$ cat src/source/noc_pkg.sv
package noc_pkg;

  // ~~~~~~~~~~~~~~~~~~~~
  // network dimensions
  // ~~~~~~~~~~~~~~~~~~~~
  localparam int NUM_PORTS     = 2;
  localparam int PAYLOAD_W     = 32;
  localparam int FLIT_DATA_W   = 8;
  localparam int FLITS_PER_PKT = 4;
  localparam int BUF_DEPTH     = 4;

  localparam int PORT_ID_W = $clog2(NUM_PORTS);
  localparam int BUF_PTR_W = $clog2(BUF_DEPTH);

  // flit layout, msb first: tail, dest, src, data
  localparam int FLIT_W        = 1 + 2 * PORT_ID_W + FLIT_DATA_W;
  localparam int FLIT_TAIL     = FLIT_W - 1;
  localparam int FLIT_DEST_LSB = FLIT_DATA_W + PORT_ID_W;
  localparam int FLIT_SRC_LSB  = FLIT_DATA_W;

  // ~~~~~~~~~~~~~~~~~~~~
  // types
  // ~~~~~~~~~~~~~~~~~~~~
  typedef logic [PAYLOAD_W-1:0]                 payload_t;
  typedef logic [PORT_ID_W-1:0]                 port_id_t;
  typedef logic [FLIT_DATA_W-1:0]               flit_data_t;
  typedef logic [FLIT_W-1:0]                    flit_t;
  typedef logic [$clog2(FLITS_PER_PKT)-1:0]     flit_idx_t;
  // one extra bit so the count can hold BUF_DEPTH itself
  typedef logic [$clog2(BUF_DEPTH + 1)-1:0]     credit_t;

  typedef enum logic {
    IDLE,
    SEND
  } ser_state_t;

endpackage

$ cat src/source/flit_serializer.sv
`timescale 1ns/1ps

module flit_serializer #(
  parameter noc_pkg::port_id_t SRC_ID = '0
) (
  input  logic              CLK_NOC,
  input  logic              rst_n,
  input  noc_pkg::payload_t s_tdata,
  input  noc_pkg::port_id_t s_tdest,
  input  logic              s_tvalid,
  output logic              s_tready,
  output noc_pkg::flit_t    flit,
  output logic              flit_valid,
  input  logic              flit_ready
);

  import noc_pkg::*;

  ser_state_t state;
  flit_idx_t  idx;
  payload_t   payload_q;
  port_id_t   dest_q;
  logic       last_slice;
  flit_data_t slice;

  assign last_slice = (idx == flit_idx_t'(FLITS_PER_PKT - 1));
  // slice 0 is the low byte and goes out first
  assign slice      = payload_q[idx * FLIT_DATA_W +: FLIT_DATA_W];

  assign s_tready   = (state == IDLE);
  assign flit_valid = (state == SEND);
  assign flit       = {last_slice, dest_q, SRC_ID, slice};

  always_ff @(posedge CLK_NOC) begin
    if (!rst_n) begin
      state <= IDLE;
      idx   <= '0;
    end else begin
      case (state)
        IDLE: begin
          if (s_tvalid) begin
            state <= SEND;
            idx   <= '0;
          end
        end
        SEND: begin
          if (flit_ready) begin
            // index wraps back to zero after the tail
            idx <= idx + 1'b1;
            if (last_slice) begin
              state <= IDLE;
            end
          end
        end
        default: state <= IDLE;
      endcase
    end
  end

  // word capture
  always_ff @(posedge CLK_NOC) begin
    if (s_tvalid && s_tready) begin
      payload_q <= s_tdata;
      dest_q    <= s_tdest;
    end
  end

endmodule

$ cat src/source/credit_counter.sv
`timescale 1ns/1ps

module credit_counter (
  input  logic CLK_NOC,
  input  logic rst_n,
  input  logic take,
  input  logic give,
  output logic credit_avail
);

  import noc_pkg::*;

  credit_t count;

  assign credit_avail = (count != '0);

  always_ff @(posedge CLK_NOC) begin
    if (!rst_n) begin
      count <= credit_t'(BUF_DEPTH);
    end else begin
      // take and give together cancel out
      case ({take, give})
        2'b10:   count <= count - 1'b1;
        2'b01:   count <= count + 1'b1;
        default: count <= count;
      endcase
    end
  end

endmodule

$ cat src/source/packet_switch.sv
`timescale 1ns/1ps

module packet_switch (
  input  logic           CLK_NOC,
  input  logic           rst_n,
  input  noc_pkg::flit_t in_flit      [noc_pkg::NUM_PORTS],
  input  logic           in_valid     [noc_pkg::NUM_PORTS],
  output logic           in_ready     [noc_pkg::NUM_PORTS],
  input  logic           credit_avail [noc_pkg::NUM_PORTS],
  output noc_pkg::flit_t out_flit     [noc_pkg::NUM_PORTS],
  output logic           out_valid    [noc_pkg::NUM_PORTS]
);

  import noc_pkg::*;

  // per egress state
  logic     lock    [NUM_PORTS];
  port_id_t owner   [NUM_PORTS];
  port_id_t rr_last [NUM_PORTS];

  logic     gnt_valid [NUM_PORTS];
  port_id_t gnt_src   [NUM_PORTS];
  port_id_t in_dest   [NUM_PORTS];

  always_comb begin
    for (int s = 0; s < NUM_PORTS; s++) begin
      in_dest[s] = in_flit[s][FLIT_DEST_LSB +: PORT_ID_W];
    end

    for (int e = 0; e < NUM_PORTS; e++) begin
      gnt_valid[e] = 1'b0;
      gnt_src[e]   = owner[e];
      if (lock[e]) begin
        gnt_valid[e] = in_valid[owner[e]] && (in_dest[owner[e]] == port_id_t'(e));
      end else begin
        // walk backwards so the source right after rr_last wins
        for (int i = NUM_PORTS; i >= 1; i--) begin
          if (in_valid[port_id_t'(rr_last[e] + i)] &&
              in_dest[port_id_t'(rr_last[e] + i)] == port_id_t'(e)) begin
            gnt_valid[e] = 1'b1;
            gnt_src[e]   = port_id_t'(rr_last[e] + i);
          end
        end
      end
      out_valid[e] = gnt_valid[e] && credit_avail[e];
      out_flit[e]  = in_flit[gnt_src[e]];
    end

    for (int s = 0; s < NUM_PORTS; s++) begin
      in_ready[s] = out_valid[in_dest[s]] && (gnt_src[in_dest[s]] == port_id_t'(s));
    end
  end

  always_ff @(posedge CLK_NOC) begin
    if (!rst_n) begin
      for (int e = 0; e < NUM_PORTS; e++) begin
        lock[e]    <= 1'b0;
        owner[e]   <= '0;
        rr_last[e] <= '0;
      end
    end else begin
      for (int e = 0; e < NUM_PORTS; e++) begin
        if (out_valid[e]) begin
          if (!lock[e]) begin
            owner[e] <= gnt_src[e];
          end
          // hold the egress until the tail leaves
          lock[e] <= !out_flit[e][FLIT_TAIL];
          if (out_flit[e][FLIT_TAIL]) begin
            rr_last[e] <= gnt_src[e];
          end
        end
      end
    end
  end

endmodule

$ cat src/source/egress_port.sv
`timescale 1ns/1ps

module egress_port (
  input  logic              CLK_NOC,
  input  logic              rst_n,
  input  logic              in_valid,
  input  noc_pkg::flit_t    in_flit,
  output logic              credit_return,
  output noc_pkg::payload_t m_tdata,
  output noc_pkg::port_id_t m_tid,
  output logic              m_tvalid,
  input  logic              m_tready
);

  import noc_pkg::*;

  flit_t                mem [BUF_DEPTH];
  logic [BUF_PTR_W-1:0] wr_ptr;
  logic [BUF_PTR_W-1:0] rd_ptr;
  credit_t              count;
  flit_t                head;
  logic                 pop;
  payload_t             asm_q;

  assign head = mem[rd_ptr];
  // a finished word blocks assembly until it is taken
  assign pop           = (count != '0) && (!m_tvalid || m_tready);
  assign credit_return = pop;
  assign m_tdata       = asm_q;

  // ~~~~~~~~~~~~~~~~~~~~
  // flit ring buffer
  // ~~~~~~~~~~~~~~~~~~~~
  always_ff @(posedge CLK_NOC) begin
    if (in_valid) begin
      mem[wr_ptr] <= in_flit;
    end
  end

  always_ff @(posedge CLK_NOC) begin
    if (!rst_n) begin
      wr_ptr <= '0;
      rd_ptr <= '0;
      count  <= '0;
    end else begin
      if (in_valid) begin
        wr_ptr <= wr_ptr + 1'b1;
      end
      if (pop) begin
        rd_ptr <= rd_ptr + 1'b1;
      end
      case ({in_valid, pop})
        2'b10:   count <= count + 1'b1;
        2'b01:   count <= count - 1'b1;
        default: count <= count;
      endcase
    end
  end

  // ~~~~~~~~~~~~~~~~~~~~
  // reassembly
  // ~~~~~~~~~~~~~~~~~~~~
  // bytes shift in from the top, slice 0 ends up lowest
  always_ff @(posedge CLK_NOC) begin
    if (pop) begin
      asm_q <= {head[FLIT_DATA_W-1:0], asm_q[PAYLOAD_W-1:FLIT_DATA_W]};
      if (head[FLIT_TAIL]) begin
        m_tid <= head[FLIT_SRC_LSB +: PORT_ID_W];
      end
    end
  end

  always_ff @(posedge CLK_NOC) begin
    if (!rst_n) begin
      m_tvalid <= 1'b0;
    end else if (pop && head[FLIT_TAIL]) begin
      m_tvalid <= 1'b1;
    end else if (m_tvalid && m_tready) begin
      m_tvalid <= 1'b0;
    end
  end

endmodule

$ cat src/source/noc_stream_top.sv
`timescale 1ns/1ps

module noc_stream_top (
  input  logic              CLK_NOC,
  input  logic              rst_n,
  input  noc_pkg::payload_t s_tdata  [noc_pkg::NUM_PORTS],
  input  noc_pkg::port_id_t s_tdest  [noc_pkg::NUM_PORTS],
  input  logic              s_tvalid [noc_pkg::NUM_PORTS],
  output logic              s_tready [noc_pkg::NUM_PORTS],
  output noc_pkg::payload_t m_tdata  [noc_pkg::NUM_PORTS],
  output noc_pkg::port_id_t m_tid    [noc_pkg::NUM_PORTS],
  output logic              m_tvalid [noc_pkg::NUM_PORTS],
  input  logic              m_tready [noc_pkg::NUM_PORTS]
);

  import noc_pkg::*;

  flit_t flit          [NUM_PORTS];
  logic  flit_valid    [NUM_PORTS];
  logic  flit_ready    [NUM_PORTS];
  flit_t out_flit      [NUM_PORTS];
  logic  out_valid     [NUM_PORTS];
  logic  credit_avail  [NUM_PORTS];
  logic  credit_return [NUM_PORTS];

  packet_switch switch_i (
    .CLK_NOC      (CLK_NOC),
    .rst_n        (rst_n),
    .in_flit      (flit),
    .in_valid     (flit_valid),
    .in_ready     (flit_ready),
    .credit_avail (credit_avail),
    .out_flit     (out_flit),
    .out_valid    (out_valid)
  );

  for (genvar p = 0; p < NUM_PORTS; p++) begin : g_port
    flit_serializer #(
      .SRC_ID (port_id_t'(p))
    ) ser_i (
      .CLK_NOC    (CLK_NOC),
      .rst_n      (rst_n),
      .s_tdata    (s_tdata[p]),
      .s_tdest    (s_tdest[p]),
      .s_tvalid   (s_tvalid[p]),
      .s_tready   (s_tready[p]),
      .flit       (flit[p]),
      .flit_valid (flit_valid[p]),
      .flit_ready (flit_ready[p])
    );

    credit_counter credit_i (
      .CLK_NOC      (CLK_NOC),
      .rst_n        (rst_n),
      .take         (out_valid[p]),
      .give         (credit_return[p]),
      .credit_avail (credit_avail[p])
    );

    egress_port egress_i (
      .CLK_NOC       (CLK_NOC),
      .rst_n         (rst_n),
      .in_valid      (out_valid[p]),
      .in_flit       (out_flit[p]),
      .credit_return (credit_return[p]),
      .m_tdata       (m_tdata[p]),
      .m_tid         (m_tid[p]),
      .m_tvalid      (m_tvalid[p]),
      .m_tready      (m_tready[p])
    );
  end

endmodule

$ cat config.mk
export PLATFORM = sky130hd
export DESIGN_NAME = noc_stream_top
export DESIGN_NICKNAME = d
export VERILOG_FILES = /design/src/source/noc_pkg.sv /design/src/source/flit_serializer.sv /design/src/source/credit_counter.sv /design/src/source/packet_switch.sv /design/src/source/egress_port.sv /design/src/source/noc_stream_top.sv
export SDC_FILE = /design/constraint.sdc
export NUM_CORES = 1
export LEC_CHECK = 0
export ABC_CLOCK_PERIOD_IN_PS = 3900
export BUFFER_PORTS_ARGS = -buffer_cell sky130_fd_sc_hd__buf_2
export CORE_ASPECT_RATIO = 1.2
export CORE_MARGIN = 8
export CORE_UTILIZATION = 35
export DETAILED_ROUTE_END_ITERATION = 16
export SYNTH_ARGS = -nofsm -noshare
export SYNTH_HDL_FRONTEND = slang
export SYNTH_HIERARCHICAL = 1
export SYNTH_SLANG_ARGS = --single-unit
export TNS_END_PERCENT = 1
$ cat constraint.sdc
create_clock -name CLK_NOC -period 3.9 [get_ports CLK_NOC]
set_clock_uncertainty 0.15 [all_clocks]
set_input_delay 0.195 -clock CLK_NOC [delete_from_list [all_inputs] [get_ports CLK_NOC]]
set_output_delay 0.195 -clock CLK_NOC [all_outputs]
set_load 0.05 [all_outputs]
==> results of run 1 <==
power breakdown:
part           internal, mW  switching (mW)  total (mW)
Clock                  1.48            1.01        2.48
Combinational         0.848            2.15        3.00
Sequential             3.74           0.341        4.08
Total                  6.07            3.50        9.57
worst max-delay path: stages (launching register included):
cell and delay (ps):
dfxtp_1 540, nand2_1 150, o21ai_0 250, nand2_1 190, inv_1 360, nor2_1 130, fa_1 400, or4_4 530
and3_1 190, o21a_1 180
metal layers:
| layer | vias up | GRT usage | part of all wire |
|---|---|---|---|
| met2 | 186 | 0.207 | 0.50 |
| met3 | 43 | 0.0328 | 0.073 |
| met5 | - | 0 | 0 |
| met1 | 2635 | 0.136 | 0.40 |
| met4 | 0 | 0.0434 | 0.027 |
| li1 | 2483 | - | - |
state kept, by name, summed over array words and instances, names as in the netlist, 4 cells and up, named ones only:
signal / count
g_port.ser_i/payload_q: 64
g_port.credit_i/count: 6
g_port.ser_i/idx: 4
g_port.egress_i/wr_ptr: 4
g_port.egress_i/rd_ptr: 4
g_port.egress_i/m_tdata: 64
g_port.egress_i/count: 6
g_port.egress_i/mem: 80
layout make-up:
cell class	instances	area, um^2	area share
multi-input combinational	237	2330	0.189
sequential	250	7190	0.583
clock buffer	31	691	0.0560
inverter	19	71.3	0.00579
tap	345	432	0.0350
clock inverter	19	184	0.0149
timing repair buffer	214	1430	0.116
worst max path at each step:
stage                     slack [ps]                        from                          end  cells after the start
after floorplan                 1170  g_port[0].ser_i/flit_valid  g_port[0].egress_i/count[2]                     10
final                            710  g_port[1].ser_i/flit_valid  g_port[1].egress_i/count[2]                      9
after global routing             530  g_port[1].ser_i/flit_valid  g_port[1].egress_i/count[2]                      9
after global placement           880  g_port[1].ser_i/flit_valid  g_port[1].egress_i/count[2]                      9
after detailed placement         730  g_port[1].ser_i/flit_valid  g_port[1].egress_i/count[2]                      9
after CTS                        720  g_port[1].ser_i/flit_valid  g_port[1].egress_i/count[2]                      9
through the flow:
step	area, um^2	std cells	power, mW	hold slack [ps]	utilization
2_1_floorplan	9740	527	6.38	117	-
3_3_place_gp	10700	995	7.01	222	0.389
3_5_place_dp	10700	995	7.12	223	0.389
4_1_cts	12300	1115	9.69	41.6	0.445
5_1_grt	12300	1115	10.0	122	0.445
6_report	12300	1115	9.57	74.4	0.445
==> flow_metrics.env, run 1 <==
export IMPL_vias=5347
export IMPL_ctsRootBufferMaster="clkbuf_16"
export IMPL_worstMarginPinSlew_ps=761
export IMPL_syn_num_nets=615
export IMPL_drt_initial_drc_count=307
export IMPL_num_antenna_cells=0
export IMPL_drc=0
export IMPL_routed_wl_um=19900
export IMPL_powerDensity_nw_per_um2=776
export IMPL_max_freq_mhz=314
export IMPL_slew_violations=0
export IMPL_dp_slack_ps=734
export IMPL_ff2ff_path_depth=9
export IMPL_io_pins=142
export IMPL_grt_ovfl_total=0
export IMPL_synth_area_per_cell_um2=18.5
export IMPL_power_leakage_nw=4.54
export IMPL_antenna_left=0
export IMPL_reg2reg_to="g_port[1].egress_i/count[2]"
export IMPL_htree_num_levels=1
export IMPL_portBuffers=141
export IMPL_routedWlPerCell_um=17.8
export IMPL_place_gp_congestion=0.792
export IMPL_finalSetupViolations=0
export IMPL_cts_tree="built"
export IMPL_nNetsFinal=837
export IMPL_grt_max_degree=47
export IMPL_die_x_um=168
export IMPL_start_util=0.352
export IMPL_grt_pass1_vias=5829
export IMPL_ys_warnings_count=6
export IMPL_fin_setup_tns_ps=0
export IMPL_grt_use_total=0.118
export IMPL_rrSetupSlack_ps=710
export IMPL_relSlewSlack=0.492
export IMPL_cts_buffers=27
export IMPL_dieArea_um2=33400
export IMPL_drv_cap=0
export IMPL_post_cts_setup_buffer_count=0
export IMPL_synthToLayoutAreaGrowth_pct=26.5
export IMPL_dp_final_hpwl_um=13600
export IMPL_final_common_cell="edfxtp_1"
export IMPL_path_clk_slew_ps=60
export IMPL_setup_slack_ps=714
export IMPL_critPathMaxFanout=13
export IMPL_hold_depth=2
export IMPL_num_rows=67
export IMPL_cts_resized=0
export IMPL_core_um2=27700
export IMPL_holdPathEnd="g_port[0].credit_i/count[2]"
export IMPL_fin_crit_ps=3190
export IMPL_hold_path_class="in -> reg"
export IMPL_cts_path_max_buffers=3
export IMPL_insertion_delay_ps=530
export IMPL_cp_end_kind="flip-flop"
export IMPL_ir_drop_mv=0.514
export IMPL_drt_first_pass_iters=4
export IMPL_min_period_over_period=0.817
export IMPL_final_hold_violation_count=0
export IMPL_final_layout_size_suffix_gt1_frac=0.335
export IMPL_cp_arrival_ps=3460
export IMPL_run_status="finished, final reports clean"
export IMPL_ctsHoldBuffers=70
export IMPL_die_h_um=199
export IMPL_timing_rr_start="g_port[1].ser_i/flit_valid"
export IMPL_via_per_inst=4.80
export IMPL_hold_start="rst_n"
export IMPL_final_cell_mix="edfxtp_1, buf_2, dlygate4sd3_1, nand2_1, mux4_2"
export IMPL_grt_antenna_before_repair=0
export IMPL_grt_pass1_wl_um=31200
export IMPL_fillCellCount=2369
export IMPL_rsz0062_at_grt="false"
export IMPL_path_class="reg -> reg"
export IMPL_synth_cell_area_um2=9740
export IMPL_start_kind="flip-flop"
export IMPL_synthCells=527
export IMPL_clock_sinks=250
export IMPL_critical_path_required_ps=4170
(Power assumes the default switching activity.)
==> inputs of run 2 (changes only) <==
- ABC_AREA: default -> 1
- ABC_CLOCK_PERIOD_IN_PS: 3900 -> 3200
- clock period: 3.9 -> 3.2 ns (I/O delays scaled with it)
==> run 2 against run 1 <==
Global-route usage up 0.21 points. Total power up 25%. Combinational power up 34%. Largest cell class unchanged. Largest power group unchanged. Highest routed layer unchanged.
==> flow_metrics.env, run 2 <==
export IMPL_run_status="finished, final reports clean"
export IMPL_drc=0
export IMPL_slew_violations=0
export IMPL_reg2reg_to="g_port[0].egress_i/count[2]"
export IMPL_startpoint="g_port[1].ser_i/dest_q"
export IMPL_crit_top_cell="inv_1"
export IMPL_fillCellCount=2598
export IMPL_largest_reg_flops=80
export IMPL_cp_end_kind="flip-flop"
export IMPL_routedWlPerCell_um=14.7
export IMPL_nNetsFinal=1126
export IMPL_post_cts_setup_buffer_count=0
export IMPL_timing_rr_start="g_port[1].ser_i/dest_q"
export IMPL_vias=6432
export IMPL_critical_path_required_ps=3460
export IMPL_path_clk_slew_ps=60
export IMPL_rrSetupSlack_ps=780
export IMPL_num_rows=68
export IMPL_grt_max_degree=35
export IMPL_ctsHoldBuffers=71
export IMPL_clock_sinks=250
export IMPL_grt_antenna_before_repair=0
export IMPL_ir_drop_mv=0.575
export IMPL_grt_use_met1=0.143
export IMPL_ff2ff_path_depth=13
export IMPL_grt_pass1_vias=6507
export IMPL_path_depth=13
export IMPL_insertion_delay_ps=520
export IMPL_grtUsageMet2=0.206
export IMPL_place_area_um2=11200
export IMPL_routed_wl_um=21200
export IMPL_core_um2=28700
export IMPL_drt_initial_drc_count=342
export IMPL_cpLargestDelayFamily="simple AND/OR/NAND/NOR gates"
export IMPL_cts_tree="built"
export IMPL_cts_resized=0
export IMPL_synthCells=820
export IMPL_path_cells="nor2_1 > nand2_1 > nand2_1 > nand2_2 > inv_1 > inv_2 > nand3_2 > inv_1 > fa_1 > inv_1 > nand4_1 > a21oi_1 > nor2_1"
export IMPL_syn_num_nets=908
export IMPL_cts_buffers=26
export IMPL_final_util=0.443
export IMPL_start_kind="flip-flop"
export IMPL_powerDensity_nw_per_um2=944
export IMPL_cts_path_max_buffers=3
export IMPL_start_util=0.354
export IMPL_grt_ovfl_total=0
export IMPL_io_pins=142
export IMPL_path_class="reg -> reg"
export IMPL_max_freq_mhz=413
export IMPL_critPathMaxFanout=10
export IMPL_p_total_mw=12.0
export IMPL_num_antenna_cells=0
export IMPL_drv_cap=0
export IMPL_crit_path_max_incr_delay_ps=490
export IMPL_crit_slowest_cell="edfxtp_1"
export IMPL_power_leakage_nw=5.22
export IMPL_cp_arrival_ps=2680
export IMPL_htree_num_levels=1
export IMPL_die_h_um=203
export IMPL_synth_area_per_cell_um2=12.4
export IMPL_gr_max_usage_layer="met2"
export IMPL_ctsRootBufferMaster="clkbuf_16"
export IMPL_dieArea_um2=34800
export IMPL_portBuffers=141
export IMPL_synthToLayoutAreaGrowth_pct=25.1
export IMPL_fin_crit_ps=2420
export IMPL_final_common_cell="edfxtp_1"
export IMPL_final_hold_violation_count=0
export IMPL_hold_path_class="in -> reg"
export IMPL_synth_cell_area_um2=10200
export IMPL_grt_use_total=0.120
export IMPL_ys_warnings_count=6
export IMPL_drt_first_pass_iters=4
export IMPL_final_layout_size_suffix_gt1_frac=0.230
export IMPL_die_x_um=172
export IMPL_place_gp_congestion=0.805
export IMPL_critPathBufInv=4
export IMPL_worstMarginPinSlew_ps=774
export IMPL_setup_slack_ps=779
export IMPL_grt_met3_usage=0.0317
export IMPL_relSlewSlack=0.479
export IMPL_grt_pass1_wl_um=33400
export IMPL_rsz0062_at_grt="false"
export IMPL_fin_setup_tns_ps=0
export IMPL_fin_area_um2=12700
export IMPL_via_per_inst=4.46
export IMPL_crit_end="g_port[0].egress_i/count[2]"
export IMPL_antenna_left=0
export IMPL_finalSetupViolations=0
export IMPL_final_cell_mix="edfxtp_1, buf_2, nand2_1, inv_1, dlygate4sd3_1"
export IMPL_min_period_over_period=0.757
export IMPL_dp_final_hpwl_um=14100
export IMPL_max_flop_register="g_port.egress_i/mem"
export IMPL_dp_slack_ps=785
run 2: metal layers:
metal,vias up,share of wire
met4,0,0.020
met3,28,0.073
met2,160,0.49
li1,3253,-
met1,2991,0.42
met5,-,0
run 2: layout make-up:
type,instances,area (um^2),share of cell area
Timing Repair Buffer,219,1470,0.116
Inverter,122,460,0.0362
Clock inverter,14,143,0.0112
Multi-Input combinational cell,419,2260,0.178
Sequential cell,250,7190,0.565
Tap cell,385,482,0.0379
Clock buffer,33,708,0.0557
run 2: worst min path at each step:
stage	startpoint	to	slack (ps)	depth (start not counted)
after floorplan	rst_n	g_port[0].credit_i/count[2]	80	1
after global placement	s_tdata[38]	g_port[0].ser_i/payload_q[6]	190	1
after detailed placement	s_tdata[48]	g_port[0].ser_i/payload_q[16]	190	1
after CTS	s_tdata[32]	g_port[0].ser_i/payload_q[0]	170	2
after global routing	s_tdata[33]	g_port[0].ser_i/payload_q[1]	180	2
final	s_tdata[62]	g_port[0].ser_i/payload_q[30]	210	2
run 2: through the flow:
stage / hold WS, ps / instances
after detailed placement: 188 / 1324
final: 205 / 1442
after global placement: 188 / 1324
after CTS: 173 / 1442
after global routing: 179 / 1442
after floorplan: 83.8 / 820
run 2: report_power, final:
group / switching [mW] / leakage, nW / internal (mW)
combinational: 3.11 / 2.47 / 0.921
sequential: 0.366 / 2.34 / 4.63
clock: 1.18 / 0.411 / 1.80
==> inputs of run 3 (changes only) <==
- ABC_CLOCK_PERIOD_IN_PS: 3200 -> 2250
- clock period: 3.2 -> 2.25 ns (I/O delays scaled with it)
==> run 3 against run 2 <==
Count of clock-buffer cells in the layout down 3. Total power up 45%. First-iteration DRC count up 8.2%. Maximum frequency up 16%. Register-to-register slack worse by 620 ps. Clock power up 41%. Sequential cell count unchanged. Via count up 2.6%. Critical path depth unchanged. Combinational power up 52%. Wire length up 1.4%. Critical path type unchanged. Die area unchanged.
==> flow_metrics.env, run 3 (synthesized netlist as in run 2, its figures left out) <==
export IMPL_whs_ps=147
export IMPL_drt_initial_drc_count=370
export IMPL_grt_pass1_wl_um=34100
export IMPL_finalSetupViolations=0
export IMPL_grt_max_degree=35
export IMPL_multi_input_area_um2=2310
export IMPL_worstMarginPinSlew_ps=601
export IMPL_dp_final_hpwl_um=14400
export IMPL_critPathMaxFanout=6
export IMPL_fin_area_um2=13100
export IMPL_via_per_inst=4.46
export IMPL_die_x_um=172
export IMPL_final_cell_mix="edfxtp_1, buf_2, nand2_1, inv_1, dlygate4sd3_1"
export IMPL_cts_tree="built"
export IMPL_drt_first_pass_iters=5
export IMPL_routedWlPerCell_um=14.5
export IMPL_max_freq_mhz=477
export IMPL_fin_crit_ps=2100
export IMPL_antenna_left=0
export IMPL_setup_slack_ps=155
export IMPL_place_area_um2=11400
export IMPL_dp_slack_ps=40.3
export IMPL_critical_path_required_ps=2510
export IMPL_cp_end_kind="flip-flop"
export IMPL_cts_buffers=26
export IMPL_fillCellCount=2571
export IMPL_nNetsFinal=1164
export IMPL_io_pins=142
export IMPL_drv_cap=0
export IMPL_powerDensity_nw_per_um2=1330
export IMPL_final_layout_size_suffix_gt1_frac=0.276
export IMPL_p_total_mw=17.4
export IMPL_dieArea_um2=34800
export IMPL_layoutNonFillerInstCount=1481
export IMPL_vias=6601
export IMPL_htree_num_levels=1
export IMPL_insertion_delay_ps=520
export IMPL_path_clk_slew_ps=60
export IMPL_dpl_cell_count=1354
export IMPL_grt_antenna_before_repair=0
export IMPL_timing_rr_start="g_port[0].ser_i/dest_q"
export IMPL_ir_drop_mv=0.954
export IMPL_start_kind="flip-flop"
export IMPL_run_status="finished, final reports clean"
export IMPL_cp_arrival_ps=2360
export IMPL_grt_pass1_vias=6613
export IMPL_die_h_um=203
export IMPL_largest_reg_flops=80
export IMPL_final_hold_violation_count=0
export IMPL_relSlewSlack=0.595
export IMPL_synthToLayoutAreaGrowth_pct=28.6
export IMPL_startpoint="g_port[0].ser_i/dest_q"
export IMPL_min_period_over_period=0.931
export IMPL_place_gp_congestion=0.827
export IMPL_final_common_cell="edfxtp_1"
export IMPL_grt_use_total=0.122
export IMPL_rsz0062_at_grt="false"
export IMPL_regArea_um2=7200
export IMPL_power_leakage_nw=5.43
export IMPL_num_rows=68
export IMPL_hold_path_class="in -> reg"
export IMPL_routed_wl_um=21400
export IMPL_core_um2=28700
export IMPL_portBuffers=141
export IMPL_drc=0
export IMPL_ctsRootBufferMaster="clkbuf_16"
export IMPL_num_antenna_cells=0
export IMPL_hold_start="s_tdata[57]"
export IMPL_slew_violations=0
export IMPL_path_class="reg -> reg"
export IMPL_cts_path_max_buffers=3
export IMPL_max_flop_register="g_port.egress_i/mem"
export IMPL_grt_ovfl_total=0
export IMPL_start_util=0.354
export IMPL_clock_sinks=250
[run 3: changes by cell type in the layout (fill, tap and decap cells not counted), moves of 3 or more]
cell      change
inv_1         -6
nand2_4       +3
clkinv_2      +9
buf_4        +36
inv_2         +3
clkbuf_1      -3
dfxtp_1       -4
clkinv_1      -6
[run 3: power breakdown]
group	leakage (nW)	internal, mW	switching (mW)
Combinational	2.66	1.52	4.60
Clock	0.428	2.46	1.75
Sequential	2.34	6.59	0.459
[run 3: worst paths after layout]
path	end	slack, ps	cells past startpoint
max	g_port[0].credit_i/count[2]	150	13
max reg2reg	g_port[0].credit_i/count[2]	150	13
min	g_port[0].ser_i/payload_q[25]	150	2
min reg2reg	g_port[1].egress_i/m_tdata[22]	290	0
[run 3: layout make-up]
cell class              instances  area share
inverters                     122      0.0360
multi-input cells             419       0.177
well taps                     385      0.0369
clock buffers                  30      0.0533
clock inverters                18      0.0117
repair buffers                257       0.135
flip-flops and latches        250       0.551
[run 3: per-layer routing]
metal / vias up / global-route usage / share of wire
li1: 3329 / - / -
met1: 3055 / 0.149 / 0.43
met2: 182 / 0.203 / 0.47
met3: 35 / 0.0303 / 0.076
met4: 0 / 0.0442 / 0.023
met5: - / 0 / 0
[run 3: metrics by stage]
| stage | utilization | TNS (ps) |
|---|---|---|
| after floorplan | - | -114 |
| after global placement | 0.399 | 0 |
| after detailed placement | 0.399 | 0 |
| after CTS | 0.454 | 0 |
| after global routing | 0.456 | 0 |
| final | 0.456 | 0 |
[run 3: worst max-delay path: stages (launching register included)]
cell and delay [ps]:
edfxtp_1 450, inv_2 80, nand3_1 80, nand2_1 60, nand2_2 90, inv_2 60, inv_1 80, ha_4 130
inv_2 40, fa_1 450, nand2_1 110, nand3_1 80, nand2_1 80, nand3_2 50
[run 3: repair_timing]
action,CTS,global route
hold buffers,73,0
setup endpoints to repair,0,5
setup buffers,0,6
endpoints found under the hold margin,93,0
resized for setup,0,6
